`config.mk`:
```
export PLATFORM = sky130hd
export DESIGN_NAME = bridge_fsm
export DESIGN_NICKNAME = d
export VERILOG_FILES = /design/src/rtl/pcie_ring_pkg.sv /design/src/rtl/bridge_fsm.sv
export SDC_FILE = /design/constraint.sdc
export NUM_CORES = 1
export LEC_CHECK = 0
export BUFFER_PORTS_ARGS = -buffer_cell sky130_fd_sc_hd__buf_4
export CAP_MARGIN = 5
export CORE_AREA = 2 2 98 100
export CTS_CLUSTER_DIAMETER = 80
export DETAILED_ROUTE_END_ITERATION = 8
export DIE_AREA = 0 0 100 102
export PLACE_DENSITY = 0.58
export SKIP_LAST_GASP = 1
export SYNTH_ARGS = -nofsm -noshare
export SYNTH_HDL_FRONTEND = slang
export SYNTH_SLANG_ARGS = --single-unit
```
`constraint.sdc`:
```
create_clock -name clk -period 1.5 [get_ports clk]
set_input_delay 0.075 -clock clk [delete_from_list [all_inputs] [get_ports clk]]
set_output_delay 0.075 -clock clk [all_outputs]
set_load 0.02 [all_outputs]
```
`src/rtl/pcie_ring_pkg.sv`:
```
// Bridge widths, register map, read patterns, FIFO depth, channel structs and write-data union
package pcie_ring_pkg;

  // Widths
  localparam int unsigned ADDR_W = 64;
  localparam int unsigned DATA_W = 64;
  localparam int unsigned TID_W  = 8;
  localparam int unsigned LEN_W  = 8;

  // Register window offsets
  localparam logic [ADDR_W-1:0] CFG_ADDR = 64'h0;
  localparam logic [ADDR_W-1:0] EXE_ADDR = 64'h100;
  localparam logic [ADDR_W-1:0] DBG_ADDR = 64'h200;
  localparam logic [ADDR_W-1:0] RST_ADDR = 64'h300;

  // Fixed read data
  localparam logic [DATA_W-1:0] DBG_PATTERN  = {(DATA_W/32){32'hdeadbeef}};
  localparam logic [DATA_W-1:0] FILL_PATTERN = {(DATA_W/32){32'hffffaaaa}};

  // Host request buffering, power of two only
  localparam int unsigned REQ_DEPTH = 64;

  // AW and AR request
  typedef struct packed {
    logic [TID_W-1:0]  id;
    logic [ADDR_W-1:0] addr;
    logic [LEN_W-1:0]  len;
  } host_aw_t;

  // W beat
  typedef struct packed {
    logic [DATA_W-1:0] data;
    logic              last;
  } host_w_t;

  // One single read replayed out of a host read burst
  typedef struct packed {
    logic [TID_W-1:0]  id;
    logic [ADDR_W-1:0] addr;
    logic              last;
  } rd_req_t;

  // Ring request, reads ignore data
  typedef struct packed {
    logic [TID_W-1:0]  id;
    logic [ADDR_W-1:0] addr;
    logic [DATA_W-1:0] data;
  } ring_req_t;

  // Host write word as seen by CFG or by RST
  typedef union packed {
    logic [ADDR_W-1:0] ring_addr;
    struct packed {
      logic [DATA_W-2:0] rsvd;
      logic              sw_rstn;
    } ctl;
  } wdata_u;

  // Host read data source
  typedef enum logic [1:0] {
    RSEL_CFG,
    RSEL_EXE,
    RSEL_DBG,
    RSEL_FILL
  } rsel_e;

endpackage

```
`src/rtl/bridge_fsm.sv`:
```
// Bridge FSM: offset decode, ring request sequencing and host B/R responses
`timescale 1ns/1ps

module bridge_fsm (
  input  logic                                clk,
  input  logic                                rstn,
  input  logic                                aw_head_valid,
  input  pcie_ring_pkg::host_aw_t             aw_head,
  input  logic                                w_head_valid,
  input  pcie_ring_pkg::host_w_t              w_head,
  output logic                                aw_pop,
  output logic                                w_pop,
  input  logic                                rd_valid,
  input  pcie_ring_pkg::rd_req_t              rd_req,
  output logic                                rd_take,
  output logic                                ring_wr_valid,
  input  logic                                ring_wr_ready,
  input  logic                                ring_b_valid,
  output logic                                ring_rd_valid,
  input  logic                                ring_rd_ready,
  input  logic                                ring_r_valid,
  output logic                                b_valid,
  input  logic                                b_ready,
  output logic                                r_valid,
  output logic                                r_last,
  input  logic                                r_ready,
  output logic                                cfg_load,
  output logic                                rst_load,
  output logic                                tid_load,
  output logic [pcie_ring_pkg::TID_W-1:0]     tid_in,
  output logic                                cap_load,
  output pcie_ring_pkg::rsel_e                rsel
);

  import pcie_ring_pkg::*;

  typedef enum logic [2:0] {
    IDLE,
    WR_REQ,
    WR_WAIT,
    WR_RSP,
    RD_REQ,
    RD_WAIT,
    RD_RSP
  } state_e;

  state_e state;
  state_e state_nxt;
  rsel_e  rsel_nxt;
  logic   last_q;
  logic   wr_pending;

  assign wr_pending = aw_head_valid && w_head_valid;

  always_comb begin
    state_nxt = state;
    rsel_nxt  = rsel;
    aw_pop    = 1'b0;
    w_pop     = 1'b0;
    rd_take   = 1'b0;
    cfg_load  = 1'b0;
    rst_load  = 1'b0;
    tid_load  = 1'b0;
    tid_in    = aw_head.id;
    cap_load  = 1'b0;
    case (state)
      IDLE: begin
        // Writes win over reads
        if (wr_pending) begin
          tid_load = 1'b1;
          if (aw_head.addr == EXE_ADDR) begin
            state_nxt = WR_REQ;
          end else begin
            // Local or unmapped write, one beat per cycle
            cfg_load = (aw_head.addr == CFG_ADDR);
            rst_load = (aw_head.addr == RST_ADDR);
            w_pop    = 1'b1;
            if (w_head.last) begin
              aw_pop    = 1'b1;
              state_nxt = WR_RSP;
            end
          end
        end else if (rd_valid) begin
          rd_take  = 1'b1;
          tid_load = 1'b1;
          tid_in   = rd_req.id;
          if (rd_req.addr == EXE_ADDR) begin
            rsel_nxt  = RSEL_EXE;
            state_nxt = RD_REQ;
          end else begin
            if (rd_req.addr == CFG_ADDR) begin
              rsel_nxt = RSEL_CFG;
            end else if (rd_req.addr == DBG_ADDR) begin
              rsel_nxt = RSEL_DBG;
            end else begin
              rsel_nxt = RSEL_FILL;
            end
            state_nxt = RD_RSP;
          end
        end
      end
      WR_REQ: begin
        if (ring_wr_ready) begin
          state_nxt = WR_WAIT;
        end
      end
      WR_WAIT: begin
        // Beat retires only once the ring has completed it
        if (ring_b_valid) begin
          w_pop = 1'b1;
          if (w_head.last) begin
            aw_pop    = 1'b1;
            state_nxt = WR_RSP;
          end else begin
            state_nxt = IDLE;
          end
        end
      end
      WR_RSP: begin
        if (b_ready) begin
          state_nxt = IDLE;
        end
      end
      RD_REQ: begin
        if (ring_rd_ready) begin
          state_nxt = RD_WAIT;
        end
      end
      RD_WAIT: begin
        if (ring_r_valid) begin
          cap_load  = 1'b1;
          state_nxt = RD_RSP;
        end
      end
      RD_RSP: begin
        if (r_ready) begin
          state_nxt = IDLE;
        end
      end
      default: begin
        state_nxt = IDLE;
      end
    endcase
  end

  assign ring_wr_valid = (state == WR_REQ);
  assign ring_rd_valid = (state == RD_REQ);
  assign b_valid       = (state == WR_RSP);
  assign r_valid       = (state == RD_RSP);
  assign r_last        = last_q;

  always_ff @(posedge clk) begin
    if (!rstn) begin
      state  <= IDLE;
      rsel   <= RSEL_FILL;
      last_q <= 1'b0;
    end else begin
      state <= state_nxt;
      rsel  <= rsel_nxt;
      // Burst position of the read being answered
      if (rd_take) begin
        last_q <= rd_req.last;
      end
    end
  end

endmodule

```
==> results of run 1 <==
-- worst min path at each step --
stage,end,slack (ns),depth (start not counted)
global placement,rsel[0],0.31,2
finish,rsel[0],0.09,2
CTS,rsel[0],0.09,2
global route,rsel[0],0.09,2
detailed placement,rsel[0],0.32,2
floorplan,rsel[0],0.14,1
-- cells in the final DEF, fill, tap and decap left out, drive strengths merged, types with 2 or more instances in the layout --
cell    count
mux2i       4
nand3       2
dfxtp       6
nor2b       5
mux2        8
a31oi       2
nand2b      2
clkbuf      3
a31o        2
o21ai       3
a21oi       3
nand4       8
inv         4
and3b       2
nor4       32
nand2       5
nor3        4
buf       207
nor2       13
-- layout make-up --
class	instances	area, sq um	share of cell area (%)
inverter	4	15.0	0.526
multi-input combinational	105	907	31.8
timing repair buffer	207	1630	56.9
clock buffer	3	41.3	1.45
tap	111	139	4.86
sequential	6	129	4.51
-- state kept, by name (all words and copies together) (netlist names) --
register,flops
state,3
rsel,2
r_last,1
-- power breakdown --
part | internal (mW) | switching (mW) | total [mW] | leakage [nW]
logic | 1.08 | 0.732 | 1.81 | 1.31
registers | 0.207 | 0.0386 | 0.245 | 0.0508
clock network | 0.172 | 0.0684 | 0.241 | 0.0216
total | 1.45 | 0.839 | 2.29 | 1.38
-- repair_timing --
action                     CTS  global route
setup endpoints to repair   20            20
resized for setup           33            18
setup buffers                5             3
pin swaps                    9             6
-- layer usage --
layer	up-vias	wire length, um
li1	900	-
met1	819	1930
met2	104	2990
met3	8	425
met4	0	49
met5	-	0
-- logic make-up (layout without fill, tap and decap cells) --
logic type	after synthesis	count (layout)	share of synthesized area, %
flip-flops	6	6	13.5
multiplexers	13	13	17.1
AND/OR/NAND/NOR	78	78	52.1
AO/OA/AOI/OAI	14	14	10.8
buffers and inverters	9	214	6.46
-- worst register-to-register path, cell delays in order, from the launching register on --
cell and delay [ns]:
dfxtp_2 0.31, buf_4 0.13, buf_4 0.13, nor3_2 0.11
nand3_2 0.12, or3_4 0.40, o311ai_4 0.10, mux2i_1 0.22
nor2b_1 0.05
-- through the flow --
| step | power (mW) | cell area, sq um |
|---|---|---|
| after floorplan | 0.980 | 945 |
| after global placement | 1.71 | 2530 |
| after detailed placement | 1.72 | 2530 |
| after CTS | 2.22 | 2750 |
| after global routing | 2.45 | 2860 |
| final | 2.29 | 2860 |
==> results.yml, run 1 <==
outcome:
  outcome: "complete, but fails checks"
  violations: "setup timing"
pwr:
  leakage_nw: 1.38
  max-vdd-ir-drop_uv: 319
  power_density_nw_per_um2: 803
setup_path:
  reg2reg_from: "state[1]"
  crit_path_end_kind: "primary output"
  crit_fanout: 6
  crit_chain: "a2111o_1, nor2_4, buf_6, mux2_4, buf_6"
  critical_path_arrival_ns: 1.70
  cp_slowest_cell: "a2111o_1"
  max_stage_delay_ns: 0.44
  cp_num_cells: 5
  r2r-end: "state[0]"
  critPathBufInv: 2
  r2r_setup_slack_ns: -0.18
  path_class: "register to primary output"
  required_ns: 1.42
  cpLargestDelayFamily: "compound AO/OA/AOI/OAI gates"
  setup.worst_path.end: "tid_in[3]"
  crit_path_frequent_cell: "buf_6"
  critPathLaunch: "state[1]"
  critPathLaunchType: "register"
  r2r.worst_path.cells: 8
sta:
  hold_viol: 0
  fin_crit_sh_pct: 118
  finalSetupViolCount: 16
  fin_tns_setup_ns: -3.32
  fin_crit_ns: 1.78
  setup_ws_ns: -0.277
  rsz0062_at_grt: "yes"
  maxSlewViolCount: 0
  max_freq_mhz: 563
  slew_headroom_pct: 77.8
  fin_hold_ws_ns: 0.0927
  worst_slew_pin_slew_ns: 0.333
  fin_skew_ns: 0.00121
logic_synthesis:
  synth-edff-count: 0
  ys_ff_latch: 6
  ys_warn_count: 0
  synth_top_flop_cell: "dfxtp_1"
  synth.distinct_cells: 34
  netlist.area_leader.share_pct: 21.8
  synthCells: 120
  yosys-top-cells-area: "nor4_1 22%, dfxtp_1 13%, mux2_2 10%"
  synthTopCellsByCount: "31 x nor4_1, 11 x nor2_1, 8 x mux2_2, 8 x nand4_1, 6 x dfxtp_1"
  synth_most_common_cell: "nor4_1"
  synth_top_cell_by_area: "nor4_1"
  syn_avg_cell_area_sq_um: 7.42
  synth_async_sr_flop_share_pct: 0
  synth_area_sq_um: 891
  synthesis.nets: 349
  synth_seq_area_share_pct: 13.5
placement:
  dp_hpwl_um: 4690
  place_congestion: 0.790
  dp.cells: 426
  place_worst_setup_slack_ns: -0.303
  io_buffers: 178
route:
  drc: 0
  vias_per_cell: 4.20
  drt_iter0_drc: 22
  wl_um: 5390
  vias: 1831
  ant_nets: 0
  avgRoutedWirePerCell_um: 12.4
  drt-pass1-iter-count: 4
worst_hold_path:
  worstHoldStart: "rstn"
  hold_path_class: "input port to register"
die:
  ios: 251
  coreArea_sq_um: 9110
  start_util_pct: 9.78
  rows: 35
  die-area_sq_um: 10200
  fp.dieH_um: 102
  dieWidth_um: 100
cells_and_area:
  finalNonFillerCells: 436
  fin_util_pct: 31.4
  layout-drive-gt1-share_pct: 75.7
  n_fill_cell: 936
  synthToLayoutAreaGrowth_pct: 221
  n_antenna_cell: 0
  layout.nets: 556
clocking:
  cts_sinks: 6
  cts-root-buf: "clkbuf_8"
  numCtsBuffers: 3
  cts_tree: "done"
  clk_path_buf_depth: 2
  htreeDepth: 1
  ctsHoldBuffers: 0
  path_clk_slew_ns: 0.04
  clk_latency_ns: 0.22
global_route:
  antenna_found_initial: 0
  grt_busiest_layer: "met2"
  grt_max_degree: 12
  grt_use_met2_pct: 19.9
  use_met3_pct: 1.50
  grt_pass1_wl_um: 8010
  overflow: 0
  grt_use_met1_pct: 10.1
  grt_usage_pct: 9.59
  grt_pass1_vias: 1933
job:
  cap_violations: 0
Note: power is estimated with default switching activity, not from simulation.
==> inputs of run 2 (changes only) <==
Settings changed: RECOVER_POWER set to 100.
==> results.yml, run 2 (synthesis results as in run 1) <==
pwr:
  max-vdd-ir-drop_uv: 312
  power_density_nw_per_um2: 802
  leakage_nw: 1.36
global_route:
  overflow: 0
  grt_max_degree: 12
  grt_pass1_wl_um: 8010
  antenna_found_initial: 0
  grt_usage_pct: 9.59
  grt_pass1_vias: 1933
sta:
  fin_crit_sh_pct: 118
  fin_skew_ns: 0.00116
  max_freq_mhz: 563
  worst_slew_pin_slew_ns: 0.333
  maxSlewViolCount: 0
  setup_ws_ns: -0.277
  slew_headroom_pct: 77.8
  fin_hold_ws_ns: 0.0926
  finalSetupViolCount: 16
  hold_viol: 0
  fin_crit_ns: 1.78
  rsz0062_at_grt: "yes"
placement:
  place_worst_setup_slack_ns: -0.303
  dp.cells: 426
  io_buffers: 178
  dp_hpwl_um: 4690
  placed_cell_area_sq_um: 2530
  place_congestion: 0.790
setup_path:
  crit_path_frequent_cell: "buf_6"
  critPathLaunchType: "register"
  cp_slowest_cell: "a2111o_1"
  crit_fanout: 6
  crit_path_end_kind: "primary output"
  critical_path_arrival_ns: 1.70
  path_class: "register to primary output"
  max_stage_delay_ns: 0.44
  critPathBufInv: 2
  required_ns: 1.42
  cpLargestDelayFamily: "compound AO/OA/AOI/OAI gates"
  crit_chain: "a2111o_1, nor2_4, buf_6, mux2_4, buf_6"
route:
  vias: 1833
  vias_per_cell: 4.20
  ant_nets: 0
  drt_iter0_drc: 22
  wl_um: 5400
  avgRoutedWirePerCell_um: 12.4
  drt-pass1-iter-count: 4
  drc: 0
cells_and_area:
  synthToLayoutAreaGrowth_pct: 218
  final_cell_mix: "182 x buf_4, 24 x nor4_1, 19 x buf_6"
  layout.nets: 556
  multi_input_area_sq_um: 907
  fin_util_pct: 31.1
  largest_reg_flops: 3
  finalNonFillerCells: 436
  regArea_sq_um: 129
  regMostFlops: "state"
  n_antenna_cell: 0
  final_common_cell: "buf_4"
  layout-drive-gt1-share_pct: 74.5
  design_area_sq_um: 2840
  n_fill_cell: 939
outcome:
  outcome: "complete, but fails checks"
  violations: "setup timing"
die:
  rows: 35
  fp.dieH_um: 102
  die-area_sq_um: 10200
  start_util_pct: 9.78
  ios: 251
  dieWidth_um: 100
  coreArea_sq_um: 9110
clocking:
  cts_tree: "done"
  cts_sinks: 6
  htreeDepth: 1
  ctsHoldBuffers: 0
  clk_path_buf_depth: 2
  path_clk_slew_ns: 0.04
  cts-root-buf: "clkbuf_8"
  clk_latency_ns: 0.22
  numCtsBuffers: 3
worst_hold_path:
  hold_path_class: "input port to register"
job:
  cap_violations: 0
==> run 2: cell types whose count changed in the layout (fill, tap and decap cells not counted), sizes merged <==
cell	delta
buf	-6
clkbuf	+6
==> run 2: path summary, 6_finish.rpt <==
kind / depth (start not counted) / startpoint / slack (ns) / to
max: 5 / state[1] / -0.28 / tid_in[3]
min: 2 / rstn / 0.09 / rsel[0]
max reg2reg: 8 / state[1] / -0.17 / state[0]
min reg2reg: 2 / r_last / 0.52 / r_last
==> run 2: cell type report <==
type	instances	area share, %
multi-input cells	105	32.0
flip-flops and latches	6	4.54
inverters	4	0.529
repair buffers	207	56.6
well taps	111	4.90
clock buffers	3	1.46
==> run 2: what timing repair did <==
item                       CTS  global route
setup buffers                5             3
pin swaps                    9             6
gates resized for setup     33            18
setup endpoints to repair   20            20
==> run 2: where the power goes <==
group / internal, mW / switching (mW) / total (mW)
Combinational: 1.06 / 0.732 / 1.79
Clock: 0.172 / 0.0683 / 0.241
Sequential: 0.207 / 0.0377 / 0.245
==> run 2: routing by layer <==
metal	vias up	global-route usage [%]	wire length (um)	share of wire (%)
li1	900	-	-	-
met5	-	0	0	0
met2	104	19.9	2990	55
met1	821	10.1	1940	36
met3	8	1.50	410	7.6
met4	0	1.79	49	0.91
==> run 2: metrics by stage <==
| step | TNS, ns | total power, mW |
|---|---|---|
| detailed placement | -2.89 | 1.72 |
| CTS | -3.57 | 2.22 |
| floorplan | -1.12 | 0.980 |
| finish | -3.35 | 2.28 |
| global placement | -2.59 | 1.71 |
| global route | -4.66 | 2.43 |
