===== src/rtl/req_fifo.sv =====
// Circular-buffer valid/ready FIFO for one host request channel
`timescale 1ns/1ps

module req_fifo #(
  parameter int unsigned WIDTH = 8,
  parameter int unsigned DEPTH = 64
) (
  input  logic             clk,
  input  logic             rstn,
  input  logic             in_valid,
  input  logic [WIDTH-1:0] in_data,
  output logic             in_ready,
  output logic             head_valid,
  output logic [WIDTH-1:0] head,
  input  logic             pop
);

  localparam int unsigned PTR_W = $clog2(DEPTH);

  logic [WIDTH-1:0] mem [DEPTH];
  logic [PTR_W-1:0] wr_ptr;
  logic [PTR_W-1:0] rd_ptr;
  logic [PTR_W:0]   count;
  logic             push_en;
  logic             pop_en;

  assign in_ready   = (count != DEPTH);
  assign head_valid = (count != '0);
  assign head       = mem[rd_ptr];

  assign push_en = in_valid && in_ready;
  assign pop_en  = pop && head_valid;

  // Entry storage
  always_ff @(posedge clk) begin
    if (push_en) begin
      mem[wr_ptr] <= in_data;
    end
  end

  // Pointers wrap on their own since DEPTH is a power of two
  always_ff @(posedge clk) begin
    if (!rstn) begin
      wr_ptr <= '0;
      rd_ptr <= '0;
      count  <= '0;
    end else begin
      if (push_en) begin
        wr_ptr <= wr_ptr + 1'b1;
      end
      if (pop_en) begin
        rd_ptr <= rd_ptr + 1'b1;
      end
      if (push_en && !pop_en) begin
        count <= count + 1'b1;
      end else if (pop_en && !push_en) begin
        count <= count - 1'b1;
      end
    end
  end

endmodule


===== config.mk =====
export PLATFORM = sky130hd
export DESIGN_NAME = req_fifo
export DESIGN_NICKNAME = d
export VERILOG_FILES = /design/src/rtl/req_fifo.sv
export SDC_FILE = /design/constraint.sdc
export NUM_CORES = 1
export LEC_CHECK = 0
export BUFFER_PORTS_ARGS = -buffer_cell sky130_fd_sc_hd__buf_2
export CAP_MARGIN = 10
export CORE_ASPECT_RATIO = 0.6
export CORE_MARGIN = 3
export CORE_UTILIZATION = 60
export DETAILED_ROUTE_END_ITERATION = 8
export GPL_TIMING_DRIVEN = 0
export PLACE_DENSITY = 0.81
export SYNTH_ARGS = -nofsm -noshare
export SYNTH_HDL_FRONTEND = slang
export SYNTH_SLANG_ARGS = --single-unit

===== constraint.sdc =====
create_clock -name clk -period 4.4 [get_ports clk]
set_clock_uncertainty 0.2 [all_clocks]
set_input_delay 0.88 -clock clk [delete_from_list [all_inputs] [get_ports clk]]
set_output_delay 0.88 -clock clk [all_outputs]
set_load 0.02 [all_outputs]

==> results of run 1 <==
-- flip-flops by register name, summed over array words and instances (netlist names), named ones only --
signal,count
count,7
mem,512
rd_ptr,6
wr_ptr,6
-- worst max-delay path: stages (launching register included) --
cell	delay [ns]
dfxtp_1	0.30
buf_2	0.27
buf_2	0.39
buf_2	0.41
mux4_2	0.38
a22oi_1	0.20
nand3_1	0.18
a32oi_2	0.28
o21ai_1	0.16
buf_2	0.20
-- layout make-up --
cell class | instances | area share
plain buffers | 63 | 0.01778
clock buffers | 58 | 0.05302
clock inverters | 23 | 0.01002
inverters | 8 | 0.001266
multi-input cells | 516 | 0.2157
flip-flops and latches | 537 | 0.6694
well taps | 459 | 0.02422
repair buffers | 26 | 0.008652
-- worst min path at each step --
stage                   from        to  cells after the start
finish              count[6]  count[6]                      2
floorplan           count[6]  count[6]                      2
detailed placement  count[6]  count[6]                      2
global placement    count[6]  count[6]                      2
global route        count[6]  count[6]                      2
CTS                 count[6]  count[6]                      2
-- cells by family after synthesis --
group,Yosys count,share of synthesized area
simple gates,225,0.05100
flops,537,0.7464
fa+ha+maj,9,0.005647
compound gates,105,0.03506
mux,165,0.1398
buf+inv,72,0.01724
xor+xnor,12,0.004941
-- per-layer routing --
layer / share of wire / global-route usage
met1: 0.38 / 0.4276
met2: 0.43 / 0.3925
met3: 0.16 / 0.09756
met4: 0.027 / 0.06954
met5: 0 / 0
-- metrics by stage --
stage	power (mW)	setup TNS [ns]	setup slack (ns)	cells
5_1_grt	12.67	-0.003045	-0.003045	1690
2_1_floorplan	7.410	0	1.247	1125
6_report	12.35	-0.03359	-0.03359	1690
3_5_place_dp	8.179	0	0.1782	1605
3_3_place_gp	8.134	0	0.1802	1605
4_1_cts	12.23	0	0.001918	1686
-- cell usage after synthesis (3+ instances only) --
cell,number
inv_1,7
a221o_1,5
and2_1,13
nand3b_1,4
a2111oi_0,7
nand2_1,48
buf_2,20
a22oi_1,15
dfxtp_1,25
o21ai_0,25
a21oi_1,9
nor2b_1,23
a211oi_1,6
nand4_1,12
mux2_2,16
mux2i_1,45
buf_4,11
o41ai_1,5
xnor2_1,10
a31oi_1,8
nand3_1,24
mux4_2,104
o221ai_1,5
edfxtp_1,512
buf_6,4
or3_1,3
o21a_1,3
or4_1,3
nor2_1,80
ha_1,8
clkbuf_1,27
-- power by group through the flow --
stage	logic, mW	registers (mW)	clock network, mW
5_1_grt	2.63	5.72	4.31
2_1_floorplan	1.60	5.81	0
3_5_place_dp	2.35	5.83	0
6_report	2.53	5.72	4.11
3_3_place_gp	2.31	5.82	0
4_1_cts	2.40	5.72	4.11
-- placed cells by master (no fill, tap or decap), types with 4 or more instances in the layout --
master,count
o21ai_0,24
buf_2,28
nand4_1,12
a31oi_1,8
a221o_1,5
buf_12,5
and2_1,13
a21oi_1,9
inv_1,7
nor2b_1,23
clkbuf_8,4
clkbuf_16,47
clkbuf_4,9
nor2_1,79
dfxtp_1,25
clkinv_1,11
mux2_2,16
a2111oi_0,6
xnor2_1,10
nand2_1,48
buf_4,10
clkbuf_1,26
mux4_2,104
ha_1,8
buf_6,12
bufinv_16,5
clkinv_2,5
nand3_1,24
a211oi_1,6
o41ai_2,5
a22oi_1,11
edfxtp_1,512
mux2i_1,45
a22oi_2,4
nand3b_1,4
-- repair_timing --
action                                  CTS  global route
endpoints found under the setup margin    8             8
resized for setup                        25            27
cloned                                    0             0
==> impl_summary.log, run 1 <==
[metrics] status: finished, violations left
[metrics] violated checks: setup timing
[metrics] maximum vdd ir drop: between 300 and 400 µV
[metrics] maximum fanout along the worst path: 10
[metrics] layout net count: 1218
[metrics] fin worst setup slack: -0.03359 ns
[metrics] terminus of the critical flop-to-flop path: count[6]
[metrics] Post-Syn Area: 21270 µm²
[metrics] count of fill cells added during filler insertion: 1993
[metrics] Crit. End Element: primary output
[metrics] die outline width: between 200 and 250 µm
[metrics] global-route wire length before repair: 77.20 mm
[metrics] post-CTS repair timing setup buffer count: 0
[metrics] post-synthesis to final-layout area growth: 11.50%
[metrics] number of detailed-routing iterations run before antenna repair: 6
[metrics] final RePlAce weighted congestion: 1.013
[metrics] initial antenna violation count: 0
[metrics] pin count of the biggest net entering global routing: 65
[metrics] switching portion of total power: 0.2690
[metrics] Yosys top cell area share: 0.7228
[metrics] final cell utilization of the core: 0.6917
[metrics] Port-buffer cells: 21
[metrics] leakage power figure: 7.291 nW
[metrics] detailed-placement wirelength estimate: 32.88 mm
[metrics] total nets after synthesis: 1146
[metrics] starting density of the core: 0.6203
[metrics] initial DRC count: 2203
[metrics] WS Path Type: register to primary output
[metrics] I/O pin cnt: 22
[metrics] latest clock arrival within the worst-skew pair: 0.57 ns
[metrics] part of the Yosys area used for sequential elements: 0.7464
[metrics] Crit Reg-Reg Startpoint: count[2]
[metrics] fraction of layout instances using a drive strength above 1: 0.2193
[metrics] Sw Pwr: 3.323 mW
[metrics] number of instances in the synthesized netlist: 1125
[metrics] Reg power frac: 0.463
[metrics] final-report hold violation count: 0
[metrics] Tmin final: 4.434 ns
[metrics] routed wirelength normalized by instance count: around 31 µm
[metrics] Core Box Area: 34290 µm²
[metrics] Ant. Diodes: 0
[metrics] count of unique library cells instantiated by Yosys: 58
[metrics] TritonCTS sink count: 537
[metrics] clock network fraction of design power: 0.333
[metrics] final-layout worst hold slack: 0.2982 ns
[metrics] number of buffers inserted for hold repair after clock tree synthesis: 0
[metrics] DRC violations left: 0
[metrics] total power density per cell area: ~520 nW/µm²
[metrics] flip-flop cell with the highest count after synthesis: edfxtp_1
[metrics] count of vias placed by the detailed router: 11733
[metrics] TritonCTS clock tree: done
[metrics] Synth warnings: 0
[metrics] Die Footprint: around 38000 µm²
[metrics] CP Launch Type: register
[metrics] final routed wirelength across all metal layers: 52.79 mm
[metrics] period utilisation layout: 1.008
[metrics] Worst Reg-to-Reg Cells: 11
[metrics] Non-Filler Cell Area, Final: 23720 µm²
[metrics] footprint of the flip-flops and latches: 15880 µm²
[metrics] number of pins with negative max-slew slack in the final report: 0
[metrics] area post-placement: 21950 µm²
[metrics] worst setup path endpoint: head[6]
[metrics] maximum clock insertion buffer count: 3
[metrics] internal power consumption: 9.031 mW
[metrics] Slew Limit Headroom: 0.1334
[metrics] total routing resource utilization after global routing: 0.2795
[metrics] Vias per Instance: approximately 7
[metrics] register bit count reported by yosys: roughly 540
[metrics] H-Tree Depth: 2
[metrics] clock buffers created by TritonCTS: 45
[metrics] root buffer selected by CTS: clkbuf_16
[metrics] part of the power in combinational logic: 0.204
[metrics] cell type with the largest total area after synthesis: edfxtp_1
[metrics] EDFF count, synth: 512
[metrics] multi-input gate area in the final layout: 5115 µm²
[metrics] Avg Inst Size Synth: roughly 19 µm²
[metrics] synth top area cells: edfxtp_1, mux4_2, dfxtp_1, mux2i_1, nor2_1
[metrics] minimum setup slack among reg-to-reg paths: between 0.8 and 0.9 ns
[metrics] Maximum Capacitance Violations: 0
[metrics] fraction of registers with async set/reset: 0
[metrics] vertical extent of the die: 151.8 µm
[metrics] Least-Margin Pin Slew: 1.300 ns
[metrics] critical path arrival: 3.35 ns
[metrics] post-detailed-route count of antenna-violating nets: 0
[metrics] number of setup violations in the final report: 1
[metrics] vias in the first global route: 11429
[metrics] Crit path required time: 3.32 ns
[metrics] Peak Freq: 225.6 MHz
[metrics] total global routing overflow: 0
[metrics] Std-Cell Rows: 52
[metrics] class of the tightest hold or removal check: register to register
[metrics] clock-pin slew of the registers on the worst-case setup and hold paths: 0.07 ns
No activity file was read; power rests on OpenSTA's default activity.
==> run 2, diff against run 1 <==
--- a/config.mk
+++ b/config.mk
@@ -5,9 +5,10 @@
 export SDC_FILE = /design/constraint.sdc
 export NUM_CORES = 1
 export LEC_CHECK = 0
+export ABC_AREA = 1
 export BUFFER_PORTS_ARGS = -buffer_cell sky130_fd_sc_hd__buf_2
 export CAP_MARGIN = 10
-export CORE_ASPECT_RATIO = 0.6
+export CORE_ASPECT_RATIO = 0.7
 export CORE_MARGIN = 3
 export CORE_UTILIZATION = 60
 export DETAILED_ROUTE_END_ITERATION = 8
==> run 2 against run 1 <==
  * Sequential share of layout area shrank 2.5 points
  * Sequential cell count unchanged
  * First-iteration DRC count grew 13%
  * Critical endpoint is now head[7]
  * The flow now finishes without violations
  * Total power is 4.4% higher
  * Largest cell class unchanged
==> impl_summary.log, run 2 <==
[metrics] part of the Yosys area used for sequential elements: 0.7120
[metrics] number of setup violations in the final report: 0
[metrics] Tmin final: roughly 4.1 ns
[metrics] Reg power frac: 0.442
[metrics] final-layout worst hold slack: 0.3042 ns
[metrics] TritonCTS clock tree: done
[metrics] Ant. Diodes: 0
[metrics] status: complete, no violations
[metrics] fraction of registers with async set/reset: 0
[metrics] Biggest register: mem
[metrics] initial antenna violation count: 0
[metrics] final RePlAce weighted congestion: roughly 1.0
[metrics] kind of cell adding the most delay to the critical path: buffers and inverters
[metrics] total nets after synthesis: 1970
[metrics] critical path arrival: 3.07 ns
[metrics] die outline width: roughly 240 µm
[metrics] buffer and inverter count on the worst path: 3
[metrics] latest clock arrival within the worst-skew pair: 0.57 ns
[metrics] Std-Cell Rows: 58
[metrics] number of detailed-routing iterations run before antenna repair: 6
[metrics] leakage power figure: 9.007 nW
[metrics] DRC violations left: 0
[metrics] most numerous cell in the Yosys netlist: nand2_1
[metrics] Least-Margin Pin Slew: 1.211 ns
[metrics] Vias per Instance: 6.180
[metrics] internal power consumption: 8.802 mW
[metrics] most instantiated cells after synthesis: nand2_1, edfxtp_1, nand3_1
[metrics] Core Box Area: 36280 µm²
[metrics] clock network fraction of design power: 0.315
[metrics] Crit. End Element: primary output
[metrics] final total negative setup slack: 0 ns
[metrics] count of unique library cells instantiated by Yosys: 29
[metrics] part of the power in combinational logic: 0.243
[metrics] Critical Path Slowest Stage Cell: buf_1
[metrics] Largest regs: mem (512), count (7)
[metrics] layout net count: roughly 2000
[metrics] starting density of the core: 0.6144
[metrics] CP Launch Type: register
[metrics] vertical extent of the die: 167.3 µm
[metrics] fin worst setup slack: 0.2542 ns
[metrics] Post-Syn Area: 22300 µm²
[metrics] number of instances in the synthesized netlist: 1949
[metrics] total routing resource utilization after global routing: 0.3023
[metrics] flip-flop cell with the highest count after synthesis: edfxtp_1
[metrics] global-route wire length before repair: 89.68 mm
[metrics] synth top area cells: edfxtp_1, nand2_1, nand3_1, dfxtp_1, buf_6
[metrics] footprint of the flip-flops and latches: ~16000 µm²
[metrics] total power density per cell area: approximately 520 nW/µm²
[metrics] WS Path Type: register to primary output
[metrics] final routed wirelength across all metal layers: about 60 mm
[metrics] Die Footprint: 39550 µm²
[metrics] final-report hold violation count: 0
[metrics] post-CTS repair timing setup buffer count: 0
[metrics] Largest register FFs: 512
[metrics] count of vias placed by the detailed router: 15723
[metrics] clock-pin slew of the registers on the worst-case setup and hold paths: around 0.060 ns
[metrics] initial DRC count: 2480
[metrics] class of the tightest hold or removal check: register to register
[metrics] Yosys top cell area share: 0.6896
[metrics] cell type with the largest total area after synthesis: edfxtp_1
[metrics] post-layout instance count excluding filler cells: 2544
[metrics] root buffer selected by CTS: clkbuf_16
[metrics] Maximum Capacitance Violations: 0
[metrics] pin count of the biggest net entering global routing: 65
[metrics] post-detailed-route count of antenna-violating nets: 0
[metrics] switching portion of total power: 0.3178
[metrics] Synth warnings: 0
[metrics] count of fill cells added during filler insertion: 2532
[metrics] register bit count reported by yosys: 537
[metrics] critical path's largest stage delay: 0.68 ns
[metrics] post-synthesis to final-layout area growth: 10.58%
[metrics] Resized cells post-CTS: 0
[metrics] Avg Inst Size Synth: 11.44 µm²
[metrics] Cell Count Post-Placement: 2452
[metrics] maximum vdd ir drop: 366.6 µV
[metrics] most used cells in the layout excluding fill and tap cells: nand2_1, edfxtp_1, nand3_1
[metrics] maximum fanout along the worst path: 10
[metrics] worst slack after detailed placement: roughly 1.0 ns
[metrics] RSZ-0062 raised after global routing: false
[metrics] Crit path required time: 3.32 ns
[metrics] Slew Limit Headroom: 0.1867
[metrics] number of pins with negative max-slew slack in the final report: 0
[metrics] total global routing overflow: 0
[metrics] routed wirelength normalized by instance count: 23.57 µm
[metrics] Port-buffer cells: 20
[metrics] period utilisation layout: 0.9422
[metrics] ordered cell list for the critical path: buf_2, buf_1, nand3_1, nand2_1, nand2_1, nand3_1, nand3_1, nand2_1, buf_2
[metrics] Peak Freq: 241.2 MHz
[metrics] vias in the first global route: 14677
[metrics] most common library cell in the layout ignoring fill and taps: nand2_1
[metrics] H-Tree Depth: 2
[metrics] maximum clock insertion buffer count: 3
[metrics] fraction of layout instances using a drive strength above 1: 0.09641
[metrics] EDFF count, synth: 512
[metrics] Sw Pwr: ~4.1 mW
[metrics] number of buffers inserted for hold repair after clock tree synthesis: 0
[metrics] TritonCTS sink count: 537
[metrics] clock buffers created by TritonCTS: 48
[metrics] detailed-placement wirelength estimate: 40.04 mm
[metrics] multi-input gate area in the final layout: 5550 µm²
[metrics] I/O pin cnt: 22
run 2: changes by cell type after synthesis, moves of 22 or more:
cell     change
nand2_1    +633
buf_2       +33
nor2b_1     -23
mux2i_1     -45
nand3_1    +427
buf_6       +22
inv_1       +22
mux4_2     -104
run 2: worst paths after layout:
| path | startpoint | end | slack [ns] | depth (start not counted) |
|---|---|---|---|---|
| setup reg to reg | count[0] | mem[5][7] | 1.26 | 8 |
| hold / removal | rd_ptr[2] | rd_ptr[2] | 0.30 | 2 |
| hold reg to reg | rd_ptr[2] | rd_ptr[2] | 0.30 | 2 |
| setup / recovery | register | head[7] | 0.25 | 9 |
run 2: stage by stage:
| step | utilization | total power, mW | area (µm²) |
|---|---|---|---|
| floorplan | - | 7.745 | 22300 |
| global placement | 0.6338 | 8.726 | 23000 |
| detailed placement | 0.6358 | 8.823 | 23070 |
| CTS | 0.6767 | 12.79 | 24550 |
| global route | 0.6795 | 13.35 | 24650 |
| finish | 0.6795 | 12.90 | 24650 |
run 2: tightest hold or removal path: stages, from the launching register on:
cell and delay, ns:
dfxtp_1 0.32, inv_1 0.07, a21oi_1 0.07
run 2: power groups by stage:
| stage | clock network (mW) | logic [mW] | registers, mW |
|---|---|---|---|
| final | 4.06 | 3.14 | 5.71 |
| after global routing | 4.27 | 3.36 | 5.71 |
| after CTS | 4.05 | 3.02 | 5.71 |
| after detailed placement | 0 | 3.00 | 5.82 |
| after global placement | 0 | 2.91 | 5.82 |
| after floorplan | 0 | 1.94 | 5.81 |
run 2: area by class of cell:
class / instances / share of cell area
flip-flops and latches: 537 / 0.6439
clock inverters: 25 / 0.007308
well taps: 480 / 0.02436
multi-input cells: 1265 / 0.2251
plain buffers: 112 / 0.02994
repair buffers: 28 / 0.01086
inverters: 35 / 0.005532
clock buffers: 62 / 0.05298
run 2: logic make-up after synthesis:
family | Yosys count | share of synthesized area
XOR/XNOR | 7 | 0.002750
AO/OA/AOI/OAI | 33 | 0.007464
buffers and inverters | 147 | 0.03923
adder cells (fa/ha/maj) | 9 | 0.005388
flip-flops | 537 | 0.7120
AND/OR/NAND/NOR | 1216 | 0.2331
run 2: layer usage:
layer  global-route usage  part of all wire  vias to the layer above
li1                     -                 -                     6960
met1               0.4505              0.39                     7441
met2               0.4406              0.43                     1163
met3              0.07409              0.14                      159
met4               0.1053             0.040                        0
met5                    0                 0                        -
