===== config.mk =====
export PLATFORM = sky130hd
export DESIGN_NAME = cfg_regs
export DESIGN_NICKNAME = d
export VERILOG_FILES = /design/src/rtl/pcie_ring_pkg.sv /design/src/rtl/cfg_regs.sv
export SDC_FILE = /design/constraint.sdc
export NUM_CORES = 1
export LEC_CHECK = 0
export ABC_AREA = 0
export BUFFER_PORTS_ARGS = -buffer_cell sky130_fd_sc_hd__buf_2
export CELL_PAD_IN_SITES_DETAIL_PLACEMENT = 2
export CELL_PAD_IN_SITES_GLOBAL_PLACEMENT = 2
export CORE_MARGIN = 3
export CORE_UTILIZATION = 25
export CTS_CLUSTER_SIZE = 20
export DETAILED_ROUTE_END_ITERATION = 8
export GPL_TIMING_DRIVEN = 0
export PLACE_DENSITY = 0.83
export SLEW_MARGIN = 25
export SYNTH_ARGS = -nofsm -noshare
export SYNTH_HDL_FRONTEND = slang
export SYNTH_SLANG_ARGS = --single-unit

===== constraint.sdc =====
create_clock -name clk -period 1 [get_ports clk]
set_clock_uncertainty 0.1 [all_clocks]
set_input_delay 0.2 -clock clk [delete_from_list [all_inputs] [get_ports clk]]
set_output_delay 0.2 -clock clk [all_outputs]
set_load 0.01 [all_outputs]

===== src/rtl/pcie_ring_pkg.sv =====
// Bridge widths, register map, read patterns, FIFO depth, channel structs and write-data union
package pcie_ring_pkg;

  // Widths
  localparam int unsigned ADDR_W = 64;
  localparam int unsigned DATA_W = 64;
  localparam int unsigned TID_W  = 8;
  localparam int unsigned LEN_W  = 8;

  // Register window offsets
  localparam logic [ADDR_W-1:0] CFG_ADDR = 64'h0;
  localparam logic [ADDR_W-1:0] EXE_ADDR = 64'h100;
  localparam logic [ADDR_W-1:0] DBG_ADDR = 64'h200;
  localparam logic [ADDR_W-1:0] RST_ADDR = 64'h300;

  // Fixed read data
  localparam logic [DATA_W-1:0] DBG_PATTERN  = {(DATA_W/32){32'hdeadbeef}};
  localparam logic [DATA_W-1:0] FILL_PATTERN = {(DATA_W/32){32'hffffaaaa}};

  // Host request buffering, power of two only
  localparam int unsigned REQ_DEPTH = 64;

  // AW and AR request
  typedef struct packed {
    logic [TID_W-1:0]  id;
    logic [ADDR_W-1:0] addr;
    logic [LEN_W-1:0]  len;
  } host_aw_t;

  // W beat
  typedef struct packed {
    logic [DATA_W-1:0] data;
    logic              last;
  } host_w_t;

  // One single read replayed out of a host read burst
  typedef struct packed {
    logic [TID_W-1:0]  id;
    logic [ADDR_W-1:0] addr;
    logic              last;
  } rd_req_t;

  // Ring request, reads ignore data
  typedef struct packed {
    logic [TID_W-1:0]  id;
    logic [ADDR_W-1:0] addr;
    logic [DATA_W-1:0] data;
  } ring_req_t;

  // Host write word as seen by CFG or by RST
  typedef union packed {
    logic [ADDR_W-1:0] ring_addr;
    struct packed {
      logic [DATA_W-2:0] rsvd;
      logic              sw_rstn;
    } ctl;
  } wdata_u;

  // Host read data source
  typedef enum logic [1:0] {
    RSEL_CFG,
    RSEL_EXE,
    RSEL_DBG,
    RSEL_FILL
  } rsel_e;

endpackage


===== src/rtl/cfg_regs.sv =====
// Ring target address, response id, captured ring data, software reset and read mux
`timescale 1ns/1ps

module cfg_regs (
  input  logic                                clk,
  input  logic                                rstn,
  input  pcie_ring_pkg::wdata_u               wdata,
  input  logic                                cfg_load,
  input  logic                                rst_load,
  input  logic                                tid_load,
  input  logic [pcie_ring_pkg::TID_W-1:0]     tid_in,
  input  logic                                cap_load,
  input  logic [pcie_ring_pkg::DATA_W-1:0]    ring_r_data,
  input  pcie_ring_pkg::rsel_e                rsel,
  output logic [pcie_ring_pkg::ADDR_W-1:0]    cfg_addr,
  output logic [pcie_ring_pkg::TID_W-1:0]     tid,
  output logic [pcie_ring_pkg::DATA_W-1:0]    r_data,
  output logic                                rst_out
);

  import pcie_ring_pkg::*;

  logic [DATA_W-1:0] cap_data;
  logic              sw_rstn;

  // Software reset stays asserted until the host releases it
  assign rst_out = ~sw_rstn;

  always_ff @(posedge clk) begin
    if (!rstn) begin
      cfg_addr <= '0;
      sw_rstn  <= 1'b0;
    end else begin
      if (cfg_load) begin
        cfg_addr <= wdata.ring_addr;
      end
      if (rst_load) begin
        sw_rstn <= wdata.ctl.sw_rstn;
      end
    end
  end

  // Response id and last ring read word
  always_ff @(posedge clk) begin
    if (tid_load) begin
      tid <= tid_in;
    end
    if (cap_load) begin
      cap_data <= ring_r_data;
    end
  end

  always_comb begin
    case (rsel)
      RSEL_CFG: r_data = cfg_addr;
      RSEL_EXE: r_data = cap_data;
      RSEL_DBG: r_data = DBG_PATTERN;
      default:  r_data = FILL_PATTERN;
    endcase
  end

endmodule


==> results of run 1 <==
## state kept, by name, indices dropped and copies added, names as in the netlist
name / flops
cap_data: 64
cfg_addr: 64
sw_rstn: 1
tid: 8
## per-layer routing
| metal | share of wire [%] | global-route usage (%) | up-vias | wire length [um] |
|---|---|---|---|---|
| met5 | 0.030 | 0 | - | 9 |
| met4 | 3.2 | 10.8 | 2 | 967 |
| met3 | 4.0 | 5.39 | 52 | 1220 |
| met2 | 56 | 46.0 | 213 | 17000 |
| met1 | 37 | 24.5 | 2829 | 11100 |
| li1 | - | - | 2546 | - |
## kinds of logic after synthesis
logic type	share of synthesized area (%)
AOI/OAI and AO/OA	9.18
muxes	12.5
buffers and inverters	4.57
and+or+nand+nor	12.6
DFF	61.1
## cell usage in the layout (no fill, tap or decap), types with 2 or more instances in the layout
cell type / Yosys / final
mux2i_1: 71 / 64
a211o_1: 38 / 38
dlygate4sd3_1: 0 / 136
buf_8: 0 / 6
nor2_1: 16 / 6
clkinv_1: 0 / 4
buf_12: 0 / 2
nor2_4: 0 / 8
buf_6: 8 / 157
o2bb2ai_2: 0 / 4
clkbuf_16: 0 / 17
inv_6: 0 / 4
clkinvlp_4: 0 / 3
nor2b_1: 104 / 96
diode_2: 0 / 2
o21ai_2: 0 / 15
nor2_2: 0 / 2
o21ai_4: 0 / 5
buf_2: 9 / 179
dfxtp_4: 0 / 14
inv_1: 11 / 10
clkbuf_1: 12 / 3
clkbuf_8: 0 / 3
nor2b_4: 0 / 7
clkbuf_2: 0 / 4
mux2i_2: 0 / 6
edfxtp_1: 72 / 72
buf_4: 5 / 10
clkinv_4: 0 / 2
o2bb2ai_4: 0 / 6
dfxtp_2: 0 / 51
## synth_stat cells
cell type / count
mux2i_1: 71
or2_1: 1
buf_6: 8
edfxtp_1: 72
buf_2: 9
dfxtp_1: 65
nor2_1: 16
buf_4: 5
nor2b_1: 104
a211o_1: 38
o21ai_0: 10
inv_1: 11
clkbuf_1: 12
o21ai_1: 10
o2bb2ai_1: 10
## area by class of cell
class	instances	area [um2]	share of cell area, %
timing repair buffer	467	3980	35.6
sequential	137	3580	32.0
multi-input combinational	260	2350	21.0
clock buffer	17	425	3.80
tap	280	350	3.13
buffer	34	332	2.96
clock inverter	15	125	1.12
inverter	11	41.3	0.369
antenna	2	5.00	0.0447
## stage by stage
stage / setup WS, ns / hold WS, ns
global placement: -0.937 / 0.277
CTS: -0.583 / 0.00737
global route: -0.655 / 0.0277
floorplan: -0.143 / 0.199
finish: -0.591 / 0.0417
detailed placement: -0.784 / 0.278
## power groups by stage
stage | logic, uW | registers, uW | clock network [uW]
after floorplan | 991 | 6700 | 0
final | 3400 | 6610 | 6100
after global placement | 2010 | 6640 | 0
after CTS | 3060 | 6590 | 6170
after global routing | 3610 | 6650 | 6490
after detailed placement | 2100 | 6670 | 0
## worst min path at each step
stage / to / from
5_1_grt: tid[6] / tid_load
6_report: tid[6] / tid_load
2_1_floorplan: cap_data[0] / ring_r_data[0]
3_5_place_dp: cap_data[37] / ring_r_data[37]
4_1_cts: tid[0] / tid_load
3_3_place_gp: cap_data[12] / ring_r_data[12]
## what timing repair did
action                                  in CTS  in global routing
resized for setup                          238                 79
endpoints found under the hold margin      136                  0
pin swaps                                   47                 12
buffers inserted                            36                 26
hold buffers                               136                  0
endpoints found under the setup margin     187                150
==> reports/qor.txt, run 1 <==
MaxCap Viol Count -> 0
r2r startpoint -> cfg_addr[45]
Worst Setup EP -> r_data[55]
Worst R2R End -> cfg_addr[45]
Initial Util -> 25.7%
top post-synthesis cells by area -> edfxtp_1, dfxtp_1, mux2i_1
Synth warnings -> 0
critical path launch point type -> flop
Comb power frac -> 21.1%
P&R area growth vs syn -> 97.4%
worst min path class -> input port to flop
flop-to-flop setup slack -> -0.06 ns
overall power -> 16,100 uW
initial antenna violation count -> 3
Slowest-stage cell, CP -> dfxtp_2
worst vdd ir -> 1.16 mV
CTS Buf Count -> 17
status -> finished with violations
Final nets -> 1,072
latest clock arrival within the worst-skew pair -> 0.41 ns
sequential power share -> 41.1%
Final Hold Viols -> 0
# port buffers -> 277
CP top delay family -> flip-flops
clock-pin slew on the worst setup and hold paths -> 0.06 ns
WP data required -> 0.70 ns
part of the cycle the worst path needs -> 159%
vias in the first global route -> 6,910
clock root buffer master -> clkbuf_16
fin worst setup slack -> -0.591 ns
cell taking the most area after synthesis -> edfxtp_1
Net Sw Frac -> 27.6%
hold path cells -> 1
GPL Wtd Cong -> 0.764
H-tree lvl count -> 4
cells along the critical path -> nor2b_1, a211o_1, buf_2
fmax -> 0.629 GHz
# fillers -> 2,133
P_leak -> 0.00488 uW
total core area -> 0.0220 mm2
Crit. Startpoint -> cfg_addr[55]
Critical Path Max Stage Delay -> 0.33 ns
final-report max-slew violation count -> 0
Sink Count -> 137
worst setup path class -> flop to primary output
drt pass-1 iters -> 4
synthesized area -> 0.00567 mm2
sequential fraction of the synthesis area -> 61.1%
Routed WL -> 30,200 um
remaining antenna violation count -> 0
total global routing overflow -> 0
register bit count reported by yosys -> 137
number of cells on the critical path -> 3
final core utilization -> 50.8%
failing checks -> setup timing
Setup Viol. Count Final -> 141
die width -> 157 um
Clock Tree Buf Depth -> 2
Buffers & Inverters on Critical Path -> 1
max_slew headroom -> 67.9%
# rows -> 54
Slew @ Worst Pin -> 0.481 ns
R2R cell count -> 4
DR DRC count -> 0
Sw Pwr -> 4440 uW
CTS tree -> yes
Clock power frac -> 37.9%
Die Y -> 157 um
Power per Cell Area -> 1440 mW/mm2
post-synth cell types -> 15
fin area -> 0.0112 mm2
Vias/cell -> 4.61
initial drt markers -> 248
placed instance count -> 1,000
largest net degree at the start of global routing -> 36
dpl hpwl -> 16,500 um
first-pass GRT wire length -> 43,400 um
internal cell power -> 11,700 uW
unrepaired setup endpoints after global routing -> yes
Setup TNS Final -> -50.19 ns
# IOs -> 281
crit path DAT -> 1.29 ns
dpl cell area -> 0.00775 mm2
routed vias -> 5,642
Finished Layout Cells -> 1,223
full die area -> 0.0245 mm2
post-synth top area share -> 38.1%
syn_nets -> 586
Mapped Avg Cell Area -> 12.8 um2
total global-route track usage -> 23.9%
layout cells sized above 1 -> 54.3%
wire per inst -> 24.7 um
Synth Instances -> 442
type of element capturing the critical path -> primary output
post-route minimum period -> 1.59 ns
maximum fanout along the worst path -> 2
Power figures use the tool's default switching activity.
==> run 2, diff against run 1 <==
--- a/config.mk
+++ b/config.mk
@@ -15,6 +15,7 @@
 export DETAILED_ROUTE_END_ITERATION = 8
 export GPL_TIMING_DRIVEN = 0
 export PLACE_DENSITY = 0.83
+export REMOVE_ABC_BUFFERS = 1
 export SLEW_MARGIN = 25
 export SYNTH_ARGS = -nofsm -noshare
 export SYNTH_HDL_FRONTEND = slang
==> reports/qor.txt, run 2 (synthesis results as in run 1) <==
failing checks -> setup timing
pre-CTS setup slack -> -1.05 ns
cells along the critical path -> mux2i_2, nor2_2, buf_2
first-pass GRT wire length -> 41,800 um
met2 wire length -> 17,100 um
routed vias -> 5,660
commonest non-fill, non-tap cell in the layout -> buf_2
final-report max-slew violation count -> 0
type of element capturing the critical path -> primary output
Routed WL -> 30,400 um
initial drt markers -> 179
dpl hpwl -> 13,500 um
die width -> 157 um
H-tree lvl count -> 4
# rows -> 54
status -> finished with violations
largest net degree at the start of global routing -> 68
footprint of the multi-input gates -> 0.00222 mm2
overall power -> 16,200 uW
Critical Path Max Stage Delay -> 0.44 ns
Power per Cell Area -> 1450 mW/mm2
Initial Util -> 25.7%
# port buffers -> 280
clock-pin slew on the worst setup and hold paths -> 0.07 ns
fmax -> 0.610 GHz
Vias/cell -> 4.63
wl on met1 -> 10,900 um
total global routing overflow -> 0
worst setup path class -> flop to primary output
most frequent cells in the layout -> buf_2, buf_6, dlygate4sd3_1, nor2b_1, edfxtp_1
post-route minimum period -> 1.64 ns
dpl cell area -> 0.00730 mm2
Final Hold Viols -> 0
GPL Wtd Cong -> 0.698
Die Y -> 157 um
critical path launch point type -> flop
# fillers -> 2,063
worst min path class -> input port to flop
remaining antenna violation count -> 0
top routing layer used -> met4
CTS tree -> yes
MaxCap Viol Count -> 0
layout cells sized above 1 -> 53.7%
full die area -> 0.0245 mm2
Final nets -> 1,073
clock root buffer master -> clkbuf_16
vias in the first global route -> 6,594
# IOs -> 281
maximum fanout along the worst path -> 1
fin worst setup slack -> -0.639 ns
total global-route track usage -> 22.9%
Ant. Diodes -> 0
unrepaired setup endpoints after global routing -> yes
Slew @ Worst Pin -> 0.715 ns
drt pass-1 iters -> 5
DR DRC count -> 0
P_leak -> 0.00496 uW
P&R area growth vs syn -> 97.2%
storage element area -> 0.00356 mm2
CTS Buf Count -> 17
crit path DAT -> 1.34 ns
worst vdd ir -> 0.920 mV
max_slew headroom -> 52.3%
total core area -> 0.0220 mm2
worst hold margin -> 0.0172 ns
Clock Tree Buf Depth -> 2
Detail Route met3 WL -> 1770 um
Sink Count -> 137
wire per inst -> 24.9 um
Setup Viol. Count Final -> 144
final core utilization -> 50.8%
latest clock arrival within the worst-skew pair -> 0.41 ns
WP data required -> 0.70 ns
fin area -> 0.0112 mm2
Largest regs -> cap_data (64), cfg_addr (64), tid (8)
part of the cycle the worst path needs -> 164%
Slowest-stage cell, CP -> edfxtp_1
initial antenna violation count -> 0
==> run 2: changes by cell type in the layout (fill, tap and decap cells not counted), sizes merged <==
cell      delta
diode        -2
or2          +1
clkbuf      -11
clkinv       -2
clkinvlp     -1
buf          +7
bufbuf       +4
inv          +3
==> run 2: worst paths after layout <==
| path | from | to | slack [ns] | cells after the start |
|---|---|---|---|---|
| max | cap_data[8] | r_data[8] | -0.64 | 3 |
| min | wdata[58] | cfg_addr[58] | 0.02 | 3 |
| max reg2reg | cfg_addr[18] | cfg_addr[18] | -0.04 | 4 |
| min reg2reg | cfg_addr[61] | cfg_addr[61] | 0.45 | 2 |
==> run 2: per-stage QoR <==
step	instances	TNS [ns]
floorplan	408	-3.54
global placement	968	-262.29
detailed placement	971	-77.83
CTS	1195	-51.34
global route	1222	-59.15
finish	1222	-52.41
==> run 2: worst max-delay path: cells and delay by family (launching register included) <==
| kind | cells | cell delay [ns] |
|---|---|---|
| mux | 1 | 0.24 |
| flops | 1 | 0.44 |
| simple gates | 1 | 0.08 |
| buf+inv | 1 | 0.15 |
==> run 2: area by class of cell <==
cell class	instances	share of cell area, %
clock inverter	15	1.24
multi-input combinational	261	19.8
tap	280	3.13
timing repair buffer	501	39.7
sequential	137	31.9
inverter	11	0.369
clock buffer	17	3.81
==> run 2: repair_timing <==
item / in CTS / in global routing
hold endpoints to repair: 136 / 0
hold buffers: 136 / 0
pin swaps: 59 / 39
setup endpoints to repair: 138 / 144
gates cloned: 5 / 0
resized for setup: 231 / 114
buffers inserted: 51 / 49
==> run 2: metal layers <==
| metal | track usage (%) | vias up |
|---|---|---|
| met5 | 0 | - |
| met4 | 6.88 | 0 |
| met3 | 6.14 | 43 |
| met2 | 44.2 | 233 |
| met1 | 24.0 | 2846 |
| li1 | - | 2538 |
==> run 2: report_power, final <==
part | switching, uW | total (uW) | internal, uW
Sequential | 251 | 6610 | 6360
Clock | 2710 | 6180 | 3470
Combinational | 1480 | 3410 | 1930
Total | 4440 | 16200 | 11800
==> run 3, diff against run 2 <==
--- a/config.mk
+++ b/config.mk
@@ -15,7 +15,6 @@
 export DETAILED_ROUTE_END_ITERATION = 8
 export GPL_TIMING_DRIVEN = 0
 export PLACE_DENSITY = 0.83
-export REMOVE_ABC_BUFFERS = 1
 export SLEW_MARGIN = 25
 export SYNTH_ARGS = -nofsm -noshare
 export SYNTH_HDL_FRONTEND = slang
==> constraint.sdc (replaced) <==
create_clock -name clk -period 1 [get_ports clk]
set_clock_uncertainty 0.1 [all_clocks]
set_input_delay 0 -clock clk [delete_from_list [all_inputs] [get_ports clk]]
set_output_delay 0 -clock clk [all_outputs]
set_load 0.01 [all_outputs]
==> reports/qor.txt, run 3 (synthesis results as in run 1) <==
Clock power frac -> 39.6%
routed vias -> 5,759
drt pass-1 iters -> 4
CTS Buf Count -> 17
part of the cycle the worst path needs -> 142%
worst min path class -> input port to flop
pre-CTS setup slack -> -0.574 ns
CTS tree -> yes
vias in the first global route -> 6,866
dpl hpwl -> 16,300 um
total global routing overflow -> 0
Initial Util -> 25.7%
# rows -> 54
Final nets -> 1,092
failing checks -> hold timing, setup timing
footprint of the multi-input gates -> 0.00217 mm2
Sink Count -> 137
maximum fanout along the worst path -> 1
remaining antenna violation count -> 0
worst hold margin -> -0.0190 ns
Clock Tree Buf Depth -> 2
most frequent cells in the layout -> buf_2, buf_6, dlygate4sd3_1, nor2b_1, edfxtp_1
WP data required -> 0.90 ns
clock root buffer master -> clkbuf_16
Slew @ Worst Pin -> 0.729 ns
# fillers -> 2,172
full die area -> 0.0245 mm2
layout cells sized above 1 -> 52.5%
clock-pin slew on the worst setup and hold paths -> 0.06 ns
critical path launch point type -> flop
Finished Layout Cells -> 1,248
latest clock arrival within the worst-skew pair -> 0.41 ns
GPL Wtd Cong -> 0.725
worst setup path class -> flop to primary output
final-report max-slew violation count -> 0
# port buffers -> 277
P&R area growth vs syn -> 95.3%
Die Y -> 157 um
P_leak -> 0.00490 uW
largest net degree at the start of global routing -> 35
Comb power frac -> 20.2%
total global-route track usage -> 24.2%
storage element area -> 0.00357 mm2
Final Hold Viols -> 3
Worst Setup EP -> r_data[53]
hold_sp -> cap_load
# IOs -> 281
Sw Pwr -> 4330 uW
commonest non-fill, non-tap cell in the layout -> buf_2
worst vdd ir -> 1.00 mV
die width -> 157 um
placed instance count -> 1,000
unrepaired setup endpoints after global routing -> yes
crit path DAT -> 1.32 ns
internal cell power -> 12,100 uW
final core utilization -> 50.3%
Largest regs -> cap_data (64), cfg_addr (64), tid (8)
r2r startpoint -> cfg_addr[21]
type of element capturing the critical path -> primary output
total core area -> 0.0220 mm2
fmax -> 0.705 GHz
wire per inst -> 25.4 um
Crit. Startpoint -> cap_data[53]
H-tree lvl count -> 4
R2R cell count -> 5
max_slew headroom -> 51.4%
Net Sw Frac -> 26.4%
Routed WL -> 31,700 um
DR DRC count -> 0
Power per Cell Area -> 1480 mW/mm2
first-pass GRT wire length -> 43,400 um
status -> finished with violations
initial antenna violation count -> 6
sequential power share -> 40.2%
post-route minimum period -> 1.42 ns
fin worst setup slack -> -0.419 ns
MaxCap Viol Count -> 0
Worst R2R End -> cfg_addr[21]
initial drt markers -> 206
Setup Viol. Count Final -> 125
Vias/cell -> 4.61
flop-to-flop setup slack -> -0.14 ns
[run 3: through the flow]
step           TNS [ns]  area [um2]  power (uW)
2_1_floorplan         0        5670        7520
5_1_grt          -31.10       11100       17100
4_1_cts          -24.34       10500       16000
3_5_place_dp     -36.57        7430        8590
3_3_place_gp     -77.50        7410        8490
6_report         -24.74       11100       16400
[run 3: cell type report]
type,count,share of cell area (%)
plain buffers,34,2.02
clock inverters,13,1.39
repair buffers,487,37.2
inverters,11,0.373
diodes,7,0.158
flip-flops and latches,137,32.2
multi-input cells,260,19.6
well taps,280,3.16
clock buffers,19,3.91
[run 3: what timing repair did]
action,4_1_cts,5_1_grt
setup buffers,45,47
endpoints found under the hold margin,175,6
resized for setup,215,120
pin swaps,51,21
hold buffers,140,3
setup endpoints to repair,147,149
[run 3: critical path, cell delays in order (launching register included)]
cell and delay (ns):
edfxtp_1 0.45, a211o_1 0.32, buf_6 0.13
[run 3: how the worst min path moves through the flow]
| stage | to | cells past startpoint | slack, ns |
|---|---|---|---|
| floorplan | cap_data[0] | 0 | -0.001 |
| global placement | tid[6] | 1 | 0.08 |
| detailed placement | cap_data[34] | 1 | 0.08 |
| CTS | cap_data[2] | 1 | -0.03 |
| global route | cap_data[2] | 1 | -0.02 |
| finish | cap_data[2] | 1 | -0.02 |
[run 3: routing by layer]
metal | GRT usage [%] | vias up | wire length [um]
li1 | - | 2598 | -
met1 | 23.8 | 2864 | 11400
met2 | 47.6 | 235 | 17700
met3 | 6.11 | 62 | 1590
met4 | 9.50 | 0 | 993
met5 | 0 | - | 0
[run 3: power by group through the flow]
stage	logic (uW)	clock network, uW	registers, uW
after detailed placement	1930	0	6660
after global routing	3520	6890	6650
after CTS	2880	6580	6580
final	3320	6500	6610
after floorplan	839	0	6680
after global placement	1860	0	6630
